`src/source/mapper_pkg.sv`:
```
package mapper_pkg;

    localparam int NUM_REGIONS = 8;

    // field widths
    localparam int REG_AW = 5;   // register address
    localparam int DATA_W = 8;   // register byte
    localparam int BUS_DW = 16;  // system bus data
    localparam int IPL_W  = 3;

    // region size code, sets how many bits of addr[23:16] take part in the compare
    typedef enum logic [1:0] {
        size_64k  = 2'd0,  // 8 bits
        size_128k = 2'd1,  // 7 bits
        size_512k = 2'd2,  // 5 bits
        size_2m   = 2'd3   // 3 bits
    } region_size_e;

    typedef enum logic [1:0] {
        wait_1   = 2'd0,
        wait_2   = 2'd1,
        wait_3   = 2'd2,
        wait_ext = 2'd3    // DTACK follows ext_ack
    } wait_mode_e;

    typedef enum logic [1:0] {
        op_none  = 2'd0,
        op_write = 2'd1,
        op_read  = 2'd2,
        op_none2 = 2'd3
    } master_op_e;

    typedef enum logic {
        st_idle     = 1'b0,
        st_wait_ack = 1'b1
    } ctrl_state_e;

    // register map
    localparam logic [REG_AW-1:0] REG_DATA_HI = 5'd0;
    localparam logic [REG_AW-1:0] REG_DATA_LO = 5'd1;
    localparam logic [REG_AW-1:0] REG_STATUS  = 5'd2;
    localparam logic [REG_AW-1:0] REG_SND_OUT = 5'd3;
    localparam logic [REG_AW-1:0] REG_IRQ     = 5'd4;
    localparam logic [REG_AW-1:0] REG_CMD     = 5'd5;
    localparam logic [REG_AW-1:0] REG_SND_IN  = 5'd6;
    localparam logic [REG_AW-1:0] REG_RDADDR  = 5'd7;   // 7..9, high byte first
    localparam logic [REG_AW-1:0] REG_WRADDR  = 5'd10;  // 10..12
    localparam logic [REG_AW-1:0] REG_REGION  = 5'd16;  // size/wait at 16+2r, base at 17+2r

endpackage

```
`src/source/mapper_cfg_if.sv`:
```
`timescale 1ns/1ps

interface mapper_cfg_if;
    import mapper_pkg::*;

    // region setup, straight out of the register file
    logic [7:0]   region_base [NUM_REGIONS];
    region_size_e region_size [NUM_REGIONS];
    wait_mode_e   region_wait [NUM_REGIONS];

    // decode of the access in progress
    wait_mode_e   sel_wait;
    logic         region_none;

    modport regs (
        output region_base, region_size, region_wait,
        input  region_none
    );

    modport decoder (
        input  region_base, region_size, region_wait,
        output sel_wait, region_none
    );

    modport timer (
        input sel_wait
    );

endinterface

```
`src/source/dtack_timer.sv`:
```
`timescale 1ns/1ps

module dtack_timer (
    input  logic        clk,
    input  logic        rst,
    input  logic        cpu_as_n,
    input  logic        ext_ack,
    output logic        cpu_dtack_n,
    mapper_cfg_if.timer cfg
);
    import mapper_pkg::*;

    logic [1:0] cnt;     // edges seen with the strobe low
    logic [1:0] target;

    always_comb begin
        case (cfg.sel_wait)
            wait_1:  target = 2'd1;
            wait_2:  target = 2'd2;
            wait_3:  target = 2'd3;
            default: target = 2'd1;  // wait_ext, counting starts at ext_ack
        endcase
    end

    always_ff @(posedge clk) begin
        if (rst) begin
            cnt         <= '0;
            cpu_dtack_n <= 1'b1;
        end else if (cpu_as_n) begin
            // strobe released, end of bus cycle
            cnt         <= '0;
            cpu_dtack_n <= 1'b1;
        end else if (cpu_dtack_n) begin
            if (cfg.sel_wait == wait_ext) begin
                if (cnt != 2'd0) begin
                    cpu_dtack_n <= 1'b0;
                end else if (ext_ack) begin
                    cnt <= 2'd1;
                end
            end else if (cnt == target) begin
                cpu_dtack_n <= 1'b0;
            end else begin
                cnt <= cnt + 1'b1;
            end
        end
    end

    a_dtack_release: assert property (@(posedge clk) disable iff (rst)
        cpu_as_n |=> cpu_dtack_n);

endmodule

```
`src/source/mapper_regs.sv`:
```
`timescale 1ns/1ps

module mapper_regs #(
    parameter int BUS_TIMEOUT = 64
) (
    input  logic                           clk,
    input  logic                           rst,
    // microcontroller side
    input  logic                           mcu_wr,
    input  logic                           mcu_rd,
    input  logic [mapper_pkg::REG_AW-1:0]  mcu_addr,
    input  logic [mapper_pkg::DATA_W-1:0]  mcu_wdata,
    output logic [mapper_pkg::DATA_W-1:0]  mcu_rdata,
    // main CPU side
    input  logic                           cpu_reg_wr,
    input  logic [mapper_pkg::REG_AW-1:0]  cpu_reg_addr,
    input  logic [mapper_pkg::DATA_W-1:0]  cpu_reg_wdata,
    input  logic                           cpu_inta,
    output logic [mapper_pkg::IPL_W-1:0]   cpu_ipl_n,
    // bus master
    output logic                           bus_req,
    output logic                           bus_we,
    output logic [23:1]                    bus_addr,
    output logic [mapper_pkg::BUS_DW-1:0]  bus_wdata,
    input  logic                           bus_ack,
    input  logic [mapper_pkg::BUS_DW-1:0]  bus_rdata,
    // sound mailbox
    output logic [mapper_pkg::DATA_W-1:0]  snd_out_byte,
    output logic                           snd_out_wr,
    output logic                           snd_in_rd,
    input  logic [mapper_pkg::DATA_W-1:0]  snd_in_byte,
    input  logic                           snd_full,
    mapper_cfg_if.regs                     cfg
);
    import mapper_pkg::*;

    localparam int TW = $clog2(BUS_TIMEOUT + 1);

    logic [DATA_W-1:0] mmr [32];
    logic              cpu_locked;   // set by the first mcu write, held until reset
    logic              wr_en;
    logic [REG_AW-1:0] wr_addr;
    logic [DATA_W-1:0] wr_data;
    master_op_e        wr_op;
    logic              cmd_start;
    ctrl_state_e       state;
    logic [TW-1:0]     tmo_cnt;
    logic              bus_err;
    logic [DATA_W-1:0] status;

    // mcu wins over a cpu write in the same cycle
    always_comb begin
        wr_en   = 1'b0;
        wr_addr = mcu_addr;
        wr_data = mcu_wdata;
        if (mcu_wr) begin
            wr_en = 1'b1;
        end else if (cpu_reg_wr && !cpu_locked && cfg.region_none) begin
            wr_en   = 1'b1;
            wr_addr = cpu_reg_addr;
            wr_data = cpu_reg_wdata;
        end
    end

    assign wr_op     = master_op_e'(wr_data[1:0]);
    assign cmd_start = wr_en && wr_addr == REG_CMD && state == st_idle &&
                       (wr_op == op_write || wr_op == op_read);

    always_ff @(posedge clk) begin
        if (rst) begin
            for (int i = 0; i < 32; i++) begin
                mmr[i] <= '0;
            end
            mmr[REG_IRQ] <= 8'd7;
            cpu_locked   <= 1'b0;
        end else begin
            if (mcu_wr) cpu_locked <= 1'b1;
            if (wr_en) mmr[wr_addr] <= wr_data;
            // read data from the bus lands in the data pair
            if (state == st_wait_ack && bus_ack && !bus_we) begin
                mmr[REG_DATA_HI] <= bus_rdata[15:8];
                mmr[REG_DATA_LO] <= bus_rdata[7:0];
            end
            if (cpu_inta) mmr[REG_IRQ][2:0] <= 3'd7;  // ack drops the level
        end
    end

    // bus master FSM
    always_ff @(posedge clk) begin
        if (rst) begin
            state   <= st_idle;
            bus_req <= 1'b0;
            bus_we  <= 1'b0;
            bus_err <= 1'b0;
            tmo_cnt <= '0;
        end else begin
            bus_req <= 1'b0;
            case (state)
                st_idle: begin
                    if (cmd_start) begin
                        state   <= st_wait_ack;
                        bus_req <= 1'b1;
                        bus_we  <= wr_op == op_write;
                        bus_err <= 1'b0;
                        tmo_cnt <= '0;
                    end
                end
                st_wait_ack: begin
                    if (bus_ack) begin
                        state <= st_idle;
                    end else if (tmo_cnt == TW'(BUS_TIMEOUT - 1)) begin
                        state   <= st_idle;
                        bus_err <= 1'b1;   // nobody answered
                    end else begin
                        tmo_cnt <= tmo_cnt + 1'b1;
                    end
                end
                default: state <= st_idle;
            endcase
        end
    end

    assign bus_addr  = bus_we ? {mmr[REG_WRADDR][6:0], mmr[REG_WRADDR + 1], mmr[REG_WRADDR + 2]}
                              : {mmr[REG_RDADDR][6:0], mmr[REG_RDADDR + 1], mmr[REG_RDADDR + 2]};
    assign bus_wdata = {mmr[REG_DATA_HI], mmr[REG_DATA_LO]};

    assign status = {5'd0, snd_full, bus_err, state == st_wait_ack};

    always_ff @(posedge clk) begin
        if (mcu_rd) begin
            if (mcu_addr == REG_STATUS) begin
                mcu_rdata <= status;
            end else if (mcu_addr == REG_SND_IN) begin
                mcu_rdata <= snd_in_byte;
            end else begin
                mcu_rdata <= mmr[mcu_addr];
            end
        end
    end

    // the mailbox latches the byte as it is written
    assign snd_out_wr   = wr_en && wr_addr == REG_SND_OUT;
    assign snd_out_byte = wr_data;
    assign snd_in_rd    = mcu_rd && mcu_addr == REG_SND_IN;

    assign cpu_ipl_n = mmr[REG_IRQ][2:0];

    always_comb begin
        for (int r = 0; r < NUM_REGIONS; r++) begin
            cfg.region_base[r] = mmr[REG_REGION + 2 * r + 1];
            cfg.region_size[r] = region_size_e'(mmr[REG_REGION + 2 * r][1:0]);
            cfg.region_wait[r] = wait_mode_e'(mmr[REG_REGION + 2 * r][3:2]);
        end
    end

    a_req_from_idle: assert property (@(posedge clk) disable iff (rst)
        $rose(bus_req) |-> $past(state) == st_idle);

    a_inta_clears_ipl: assert property (@(posedge clk) disable iff (rst)
        cpu_inta |=> cpu_ipl_n == 3'd7);

endmodule

```
`src/source/mapper_top.sv`:
```
`timescale 1ns/1ps

module mapper_top #(
    parameter int BUS_TIMEOUT = 64
) (
    input  logic                               clk,
    input  logic                               rst,
    // microcontroller
    input  logic                               mcu_wr,
    input  logic                               mcu_rd,
    input  logic [mapper_pkg::REG_AW-1:0]      mcu_addr,
    input  logic [mapper_pkg::DATA_W-1:0]      mcu_wdata,
    output logic [mapper_pkg::DATA_W-1:0]      mcu_rdata,
    output logic                               mcu_snd_irq_n,
    // 68000 bus
    input  logic                               cpu_as_n,
    input  logic [23:1]                        cpu_addr,
    input  logic                               cpu_reg_wr,
    input  logic [mapper_pkg::REG_AW-1:0]      cpu_reg_addr,
    input  logic [mapper_pkg::DATA_W-1:0]      cpu_reg_wdata,
    input  logic                               cpu_inta,
    input  logic                               ext_ack,
    output logic                               cpu_dtack_n,
    output logic [mapper_pkg::IPL_W-1:0]       cpu_ipl_n,
    output logic [mapper_pkg::NUM_REGIONS-1:0] region_sel,
    output logic                               region_none,
    // master access
    output logic                               bus_req,
    output logic                               bus_we,
    output logic [23:1]                        bus_addr,
    output logic [mapper_pkg::BUS_DW-1:0]      bus_wdata,
    input  logic                               bus_ack,
    input  logic [mapper_pkg::BUS_DW-1:0]      bus_rdata,
    // sound CPU
    input  logic                               snd_wr,
    input  logic                               snd_rd,
    input  logic [mapper_pkg::DATA_W-1:0]      snd_din,
    output logic [mapper_pkg::DATA_W-1:0]      snd_dout,
    output logic                               snd_full
);
    import mapper_pkg::*;

    logic [DATA_W-1:0] snd_out_byte;
    logic [DATA_W-1:0] snd_in_byte;
    logic              snd_out_wr;
    logic              snd_in_rd;

    mapper_cfg_if cfg_if ();

    mapper_regs #(.BUS_TIMEOUT(BUS_TIMEOUT)) u_regs (
        .clk, .rst,
        .mcu_wr, .mcu_rd, .mcu_addr, .mcu_wdata, .mcu_rdata,
        .cpu_reg_wr, .cpu_reg_addr, .cpu_reg_wdata, .cpu_inta, .cpu_ipl_n,
        .bus_req, .bus_we, .bus_addr, .bus_wdata, .bus_ack, .bus_rdata,
        .snd_out_byte, .snd_out_wr, .snd_in_rd, .snd_in_byte, .snd_full,
        .cfg (cfg_if.regs)
    );

    region_decoder u_decoder (
        .cpu_as_n, .cpu_addr, .region_sel, .region_none,
        .cfg (cfg_if.decoder)
    );

    dtack_timer u_dtack (
        .clk, .rst, .cpu_as_n, .ext_ack, .cpu_dtack_n,
        .cfg (cfg_if.timer)
    );

    sound_mailbox u_mailbox (
        .clk, .rst,
        .snd_wr, .snd_rd, .snd_din, .snd_dout, .snd_full,
        .snd_out_wr, .snd_in_rd, .snd_out_byte, .snd_in_byte,
        .mcu_snd_irq_n
    );

endmodule

```
`src/source/region_decoder.sv`:
```
`timescale 1ns/1ps

module region_decoder (
    input  logic                               cpu_as_n,
    input  logic [23:1]                        cpu_addr,
    output logic [mapper_pkg::NUM_REGIONS-1:0] region_sel,
    output logic                               region_none,
    mapper_cfg_if.decoder                      cfg
);
    import mapper_pkg::*;

    logic [NUM_REGIONS-1:0] hit;
    logic                   found;
    wait_mode_e             sel_wait;

    // base compare over the width set by the size code
    always_comb begin
        hit = '0;
        for (int r = 0; r < NUM_REGIONS; r++) begin
            case (cfg.region_size[r])
                size_64k:  hit[r] = cpu_addr[23:16] == cfg.region_base[r];
                size_128k: hit[r] = cpu_addr[23:17] == cfg.region_base[r][7:1];
                size_512k: hit[r] = cpu_addr[23:19] == cfg.region_base[r][7:3];
                size_2m:   hit[r] = cpu_addr[23:21] == cfg.region_base[r][7:5];
                default:   hit[r] = 1'b0;
            endcase
        end
    end

    // lowest numbered region wins
    always_comb begin
        region_sel = '0;
        found      = 1'b0;
        sel_wait   = wait_1;   // also used when nothing matches
        for (int r = 0; r < NUM_REGIONS; r++) begin
            if (!found && hit[r]) begin
                region_sel[r] = 1'b1;
                found         = 1'b1;
                sel_wait      = cfg.region_wait[r];
            end
        end
        if (cpu_as_n) begin
            region_sel = '0;
            found      = 1'b0;
            sel_wait   = wait_1;
        end
    end

    assign region_none     = !cpu_as_n && !found;
    assign cfg.region_none = region_none;
    assign cfg.sel_wait    = sel_wait;

    always_comb begin
        a_sel_onehot: assert #0 ($onehot0(region_sel))
            else $error("region_sel has more than one bit set: %b", region_sel);
    end

endmodule

```
`src/source/sound_mailbox.sv`:
```
`timescale 1ns/1ps

module sound_mailbox (
    input  logic                          clk,
    input  logic                          rst,
    // sound CPU side
    input  logic                          snd_wr,
    input  logic                          snd_rd,
    input  logic [mapper_pkg::DATA_W-1:0] snd_din,
    output logic [mapper_pkg::DATA_W-1:0] snd_dout,
    output logic                          snd_full,
    // register file side
    input  logic                          snd_out_wr,
    input  logic                          snd_in_rd,
    input  logic [mapper_pkg::DATA_W-1:0] snd_out_byte,
    output logic [mapper_pkg::DATA_W-1:0] snd_in_byte,
    output logic                          mcu_snd_irq_n
);
    import mapper_pkg::*;

    logic [DATA_W-1:0] out_latch;  // towards the sound CPU
    logic [DATA_W-1:0] in_latch;   // from the sound CPU

    always_ff @(posedge clk) begin
        if (snd_out_wr) out_latch <= snd_out_byte;
        if (snd_wr) in_latch <= snd_din;
    end

    always_ff @(posedge clk) begin
        if (rst) begin
            snd_full      <= 1'b0;
            mcu_snd_irq_n <= 1'b1;
        end else begin
            if (snd_rd) snd_full <= 1'b0;
            if (snd_out_wr) snd_full <= 1'b1;  // a new byte beats a read in the same cycle
            if (snd_in_rd) mcu_snd_irq_n <= 1'b1;
            if (snd_wr) mcu_snd_irq_n <= 1'b0;
        end
    end

    assign snd_dout    = out_latch;
    assign snd_in_byte = in_latch;

endmodule

```
`config.mk`:
```
export PLATFORM = sky130hd
export DESIGN_NAME = mapper_top
export DESIGN_NICKNAME = d
export VERILOG_FILES = /design/src/source/mapper_pkg.sv /design/src/source/mapper_cfg_if.sv /design/src/source/dtack_timer.sv /design/src/source/mapper_regs.sv /design/src/source/mapper_top.sv /design/src/source/region_decoder.sv /design/src/source/sound_mailbox.sv
export SDC_FILE = /design/constraint.sdc
export NUM_CORES = 1
export LEC_CHECK = 0
export BUFFER_PORTS_ARGS = -buffer_cell sky130_fd_sc_hd__buf_2
export CAP_MARGIN = 5
export CORE_ASPECT_RATIO = 0.75
export CORE_UTILIZATION = 35
export DETAILED_ROUTE_END_ITERATION = 8
export GPL_ROUTABILITY_DRIVEN = 0
export MAX_ROUTING_LAYER = met4
export PLACE_DENSITY_LB_ADDON = 0.2
export SLEW_MARGIN = 25
export SYNTH_ARGS = -nofsm -noshare
export SYNTH_HDL_FRONTEND = slang
export SYNTH_HIERARCHICAL = 1
export SYNTH_SLANG_ARGS = --single-unit
```
`constraint.sdc`:
```
create_clock -name clk -period 7.4 [get_ports clk]
set_input_delay 1.48 -clock clk [delete_from_list [all_inputs] [get_ports clk]]
set_output_delay 1.48 -clock clk [all_outputs]
set_load 0.01 [all_outputs]
```
==> run summary, run 1 <==
drt pass-1 iters - 5
DR WL/cell - 23.6 um
Post-synth EDFFs - 278
crit path time final - 5.95 ns
post-CTS setup buffers - 0
outcome - finished clean
initial core utilization - 0.355
IO buf count - 140
layout cells sized above 1 - 0.276
share of total power in sequential cells - 0.498
sequential element share of the synthesized area - 0.564
async set-reset flop share out of synthesis - 0
root buffer cell - clkbuf_16
Clock Power Share - 0.391
Die Ht - 184 um
Boundary Pins - 156
synthesized area - 15400 um2
post-CTS sizing - 0
commonest non-fill, non-tap cell in the layout - edfxtp_1
post-synth cell types - 88
Max-Cap Viols - 0
r2r startpoint - u_regs/mmr[23][0]
Reg2Reg Setup Slack - 2.25 ns
chip width - 244 um
die area - 44800 um2
HP Class - flop to flop
Pwr Density - 224 nW/um2
vias - 10.3k
logic gate share of total power - 0.111
DRC viols - 0
CTS hold repair buffers - 0
Max VDD drop - 0.176 mV
worst r2r path cells - 11
Critical Path Stages - 12
Leak - 0.00667 uW
syn nets - 1314
period utilization - 0.804
Post-DP Area - 16400 um2
CTS H-Tree Depth - 1
wirelength, routed - 45200 um
first-pass GRT wire length - 65200 um
TritonCTS Buffers - 31
final setup vio count - 0
Iter 0 DRT Violations - 961
Max Freq - 0.168 GHz
Reg clk slew, reported paths - 0.07 ns
vias in the first global route - 9701
final critical-path setup slack - 1.45 ns
core area - 43400 um2
gr ovfl total - 0
Area growth, synth to finish - 13.2%
Net Sw Power - 984 uW
Final Hold Viols - 0
Least-Margin Pin Slew - 1.09 ns
post-synthesis average cell area - 12.6 um2
CP top delay family - simple AND/OR/NAND/NOR gates
Syn Inst Count - 1225
largest net degree at the start of global routing - 66
Net count, final - 1395
slowest stage delay, CP - 0.91 ns
fillcell total - 4118
dpl ws - 0.919 ns
Max Buffers Root-to-Sink - 3
Max Clock Skew - 0.0172 ns
register bit total from synthesis - 295
worst path bufs/invs - 2
ANT nets after route - 0
synth warn - 6
Switching Fraction - 0.252
Arrival @ worst endpoint - 6.21 ns
worst hold start - u_dtack/cnt[1]
post-DP HPWL - 32700 um
slowest stage cell on the critical path - nor3b_2
Critical Path Source Type - primary input
Crit Path Max Fanout - 18
CP Capture Type - flop
RSZ-0062 raised after global routing - false
WP data required - 7.66 ns
Final Slew Violations - 0
Sink Count - 295
Top FF cell, synth - edfxtp_1
routed vias/inst - 5.37
setup_tns - 0 ns
CTS tree - yes
relative slew slack - 0.269
GRT Total Usage - 0.205
initial antenna violation count - 3
CP cell instances - buf_2 > xnor2_1 > o211a_1 > o211ai_2 > nand4b_1 > nor4_1 > nor4bb_4 > buf_4 > mux2_2 > nor3b_2 > nand2_2 > nand2_1
R2R Path End - u_regs/mmr[9][5]
Setup CP Type - primary input to flop
row cnt - 66
internal power - 2930 uW
Final Instance Area - 17400 um2
most frequent cells in the layout - edfxtp_1, nor2_1, buf_2
Core Util, Final - 0.402
hold path endpoint - u_dtack/cnt[1]
insertion delay to the later sink of the worst-skew pair - 0.58 ns
hold path cells - 2
synth_stat cells, types with 20 or more instances:
| library cell | number | area (um2) |
|---|---|---|
| nor2_1 | 265 | 995 |
| clkbuf_1 | 43 | 161 |
| nor3_1 | 20 | 100 |
| edfxtp_1 | 278 | 8350 |
| o21ai_0 | 25 | 125 |
| inv_1 | 24 | 90.1 |
| mux2i_1 | 30 | 300 |
| buf_4 | 42 | 315 |
| mux4_2 | 52 | 1170 |
| xnor2_1 | 39 | 342 |
| nand2_1 | 95 | 357 |
| mux2_2 | 31 | 349 |
| nand2_2 | 29 | 181 |
| xor2_1 | 30 | 263 |
kinds of logic after synthesis:
group,after synthesis,share of synthesized area
mux,126,0.139
compound gates,117,0.0601
flops,295,0.564
buf+inv,136,0.0501
xor+xnor,69,0.0393
simple gates,477,0.143
fa+ha+maj,5,0.00406
power by group through the flow:
stage | combinational [uW] | clock (uW) | sequential (uW)
detailed placement | 435 | 0 | 1980
global placement | 429 | 0 | 1980
finish | 433 | 1530 | 1950
global route | 463 | 1630 | 1950
floorplan | 288 | 0 | 1960
CTS | 436 | 1570 | 1950
per-stage QoR:
step,std cells,hold slack [ns],total power [uW]
2_1_floorplan,1225,0.454,2250
6_report,1912,0.504,3910
4_1_cts,1909,0.499,3950
3_5_place_dp,1851,0.493,2420
5_1_grt,1912,0.526,4050
3_3_place_gp,1850,0.469,2410
routing by layer:
metal / routed length (um) / track usage
met2: 19600 / 0.290
met4: 983 / 0.0503
met3: 3490 / 0.0407
met1: 21100 / 0.300
met5: 0 / -
worst max-delay path by stage:
stage | from | end | slack, ns
CTS | cpu_addr[16] | u_regs/mmr[9][5] | 1.52
floorplan | cpu_addr[16] | u_regs/tmo_cnt[0] | 2.30
finish | cpu_addr[16] | u_regs/mmr[9][5] | 1.45
detailed placement | cpu_addr[16] | u_regs/mmr[9][3] | 0.92
global placement | cpu_addr[16] | u_regs/mmr[9][7] | 1.01
global route | cpu_addr[16] | u_regs/mmr[9][3] | 1.23
area by class of cell:
class / instances / area (um2) / area share
flip-flops and latches: 295 / 8690 / 0.499
clock inverters: 21 / 156 / 0.00898
well taps: 578 / 723 / 0.0415
clock buffers: 37 / 828 / 0.0475
diodes: 3 / 7.51 / 0.000431
inverters: 26 / 97.6 / 0.00560
multi-input cells: 794 / 6050 / 0.347
repair buffers: 158 / 871 / 0.0500
worst min-delay path: cells and delay by family, from the launching register on:
family	cells	cell delay, ns
and+or+nand+nor	1	0.07
muxes	1	0.06
DFF	1	0.33
flip-flops by register name, summed over array words and instances, names as in the netlist:
name,flops
u_dtack/cnt,2
u_dtack/cpu_dtack_n,1
u_mailbox/mcu_snd_irq_n,1
u_mailbox/snd_dout,8
u_mailbox/snd_full,1
u_mailbox/snd_in_byte,8
u_regs/bus_err,1
u_regs/bus_req,1
u_regs/bus_we,1
u_regs/cpu_locked,1
u_regs/mcu_rdata,8
u_regs/mmr,254
u_regs/state,1
u_regs/tmo_cnt,7
Power figures use the tool's default switching activity.
==> run 2: changes to the inputs <==
--- a/config.mk
+++ b/config.mk
@@ -5,6 +5,7 @@
 export SDC_FILE = /design/constraint.sdc
 export NUM_CORES = 1
 export LEC_CHECK = 0
+export ABC_AREA = 1
 export BUFFER_PORTS_ARGS = -buffer_cell sky130_fd_sc_hd__buf_2
 export CAP_MARGIN = 5
 export CORE_ASPECT_RATIO = 0.75
==> constraint.sdc (replaced) <==
create_clock -name clk -period 5.35 [get_ports clk]
set_input_delay 1.07 -clock clk [delete_from_list [all_inputs] [get_ports clk]]
set_output_delay 1.07 -clock clk [all_outputs]
set_load 0.01 [all_outputs]
==> run 2 against run 1 <==
Net effect:
- synthesized cell count up 64%
- critical path type unchanged
- die area grew 6.4%
- final cell count up 44%
- area after synthesis grew 6.5%
- highest routed layer unchanged
- critical endpoint is now u_regs/mmr[0][3]
==> run summary, run 2 <==
IO buf count - 140
Max Freq - 0.227 GHz
Reg2Reg Setup Slack - 1.37 ns
die area - 47700 um2
TritonCTS Buffers - 34
most frequent cells in the layout - nand2_1, nor2_1, edfxtp_1
root buffer cell - clkbuf_16
Max-Cap Viols - 0
Setup CP Type - primary input to flop
Max VDD drop - 0.167 mV
initial core utilization - 0.355
post-synth cell types - 45
Reg clk slew, reported paths - 0.06 ns
first-pass GRT wire length - 74500 um
post-synthesis average cell area - 8.15 um2
DRC viols - 0
HP Class - flop to flop
Post-DP Area - 17700 um2
post-CTS sizing - 0
Arrival @ worst endpoint - 4.61 ns
Pwr Density - 303 nW/um2
CTS tree - yes
Crit Path Max Fanout - 10
Max Clock Skew - 0.0278 ns
Post-synth top cells - nand2_1, nor2_1, edfxtp_1, inv_1, nand3_1
layout cells sized above 1 - 0.153
syn nets - 2101
CTS H-Tree Depth - 2
register bit total from synthesis - 297
top area cells in the synthesized netlist - edfxtp_1, nand2_1, nor2_1
routed vias/inst - 4.87
Core Util, Final - 0.408
post-CTS setup buffers - 0
largest net degree at the start of global routing - 86
vias in the first global route - 12.9k
Final Instance Area - 18800 um2
critical path endpoint - u_regs/mmr[0][3]
count leader, synth - nand2_1
gr ovfl total - 0
synthesized area - 16400 um2
crit path time final - 4.41 ns
Die Ht - 189 um
DR WL/cell - 17.7 um
drt pass-1 iters - 5
Final Slew Violations - 0
Iter 0 DRT Violations - 1234
wirelength, routed - 49000 um
sequential element share of the synthesized area - 0.534
initial antenna violation count - 3
Tot Pwr - 5690 uW
R2R Path End - u_regs/mmr[0][3]
outcome - finished clean
Boundary Pins - 156
final setup vio count - 0
Least-Margin Pin Slew - 0.981 ns
Post-synth EDFFs - 280
Syn Inst Count - 2012
period utilization - 0.823
fillcell total - 4762
Final Hold Viols - 0
Leak - 0.00845 uW
commonest non-fill, non-tap cell in the layout - nand2_1
Critical Path Source Type - primary input
GRT Total Usage - 0.211
ANT nets after route - 0
setup_tns - 0 ns
CTS hold repair buffers - 0
async set-reset flop share out of synthesis - 0
Net count, final - 2190
synth warn - 6
Area growth, synth to finish - 14.7%
r2r startpoint - u_regs/mmr[21][3]
Synth area leader - edfxtp_1
Top FF cell, synth - edfxtp_1
Most flops, register - u_regs/mmr
relative slew slack - 0.346
Synth top area share - 0.513
row cnt - 68
post-DP HPWL - 34400 um
vias - 13.4k
core area - 46100 um2
Critical path origin - cpu_addr[19]
max FFs per register - 256
Sink Count - 297
RSZ-0062 raised after global routing - false
Max Buffers Root-to-Sink - 3
chip width - 252 um
CP Capture Type - flop
insertion delay to the later sink of the worst-skew pair - 0.53 ns
WP data required - 5.56 ns
worst r2r path cells - 21
[run 2: cell types whose count changed after synthesis, moves of 21 or more]
cell	before	now
mux4_2	52	0
mux2_2	31	0
nor2_1	265	420
xnor2_1	39	18
nand2_1	95	568
inv_1	24	176
o21ai_0	25	104
nand3_1	9	116
mux2i_1	30	0
[run 2: how the worst min path moves through the flow]
| stage | start | end | slack (ns) | cells past startpoint |
|---|---|---|---|---|
| floorplan | u_regs/bus_err | u_regs/bus_err | 0.43 | 2 |
| CTS | u_dtack/cpu_dtack_n | u_dtack/cpu_dtack_n | 0.50 | 2 |
| global route | u_dtack/cpu_dtack_n | u_dtack/cpu_dtack_n | 0.52 | 2 |
| global placement | u_dtack/cpu_dtack_n | u_dtack/cpu_dtack_n | 0.48 | 2 |
| detailed placement | u_mailbox/mcu_snd_irq_n | u_mailbox/mcu_snd_irq_n | 0.49 | 2 |
| finish | u_mailbox/mcu_snd_irq_n | u_mailbox/mcu_snd_irq_n | 0.50 | 2 |
[run 2: report_power, final]
part           leakage, uW  internal, uW  switching (uW)
registers          0.00302          2640            45.9
clock network     0.000540          1400             939
logic              0.00489           197             478
total              0.00845          4230            1460
[run 2: logic make-up (layout without fill, tap and decap cells)]
family,count (synthesis),count (layout),share of synthesized area
AND/OR/NAND/NOR,1182,1182,0.299
buffers and inverters,323,438,0.0867
flip-flops,297,297,0.534
AO/OA/AOI/OAI,164,164,0.0549
XOR/XNOR,41,41,0.0219
adder cells (fa/ha/maj),5,5,0.00382
other,0,3,0
[run 2: worst max-delay path: stages]
cell	delay [ns]
buf_2	0.21
inv_2	0.13
nand2_1	0.06
nand2_1	0.06
nor2_1	0.04
nor2_1	0.08
nor2_1	0.06
nand2_1	0.20
nand4_4	0.21
nor2_8	0.19
nand4_2	0.11
nor2_1	0.11
buf_4	0.18
nand2_1	0.09
inv_1	0.07
nand2_2	0.17
buf_4	0.24
o21ai_0	0.32
nand2_2	0.23
nor2_4	0.19
nand4_2	0.26
nand2_1	0.29
[run 2: area by class of cell]
| type | count | area [um2] | share of cell area |
|---|---|---|---|
| Antenna cell | 3 | 7.51 | 0.000399 |
| Multi-Input combinational cell | 1392 | 6300 | 0.335 |
| Timing Repair Buffer | 189 | 1150 | 0.0610 |
| Tap cell | 630 | 788 | 0.0419 |
| Inverter | 187 | 703 | 0.0374 |
| Sequential cell | 297 | 8750 | 0.465 |
| Clock inverter | 18 | 199 | 0.0106 |
| Clock buffer | 44 | 908 | 0.0483 |
[run 2: through the flow]
stage          worst slack (ns)  hold slack, ns  instances
5_1_grt                   0.495           0.517       2760
6_report                  0.945           0.499       2760
2_1_floorplan              1.12           0.433       2012
4_1_cts                   0.980           0.503       2757
3_3_place_gp              0.489           0.484       2695
3_5_place_dp              0.446           0.490       2695
[run 2: per-layer routing]
layer,wire (um),track usage
met5,0,-
met4,1140,0.0564
met3,3610,0.0287
met2,21000,0.309
met1,23300,0.304
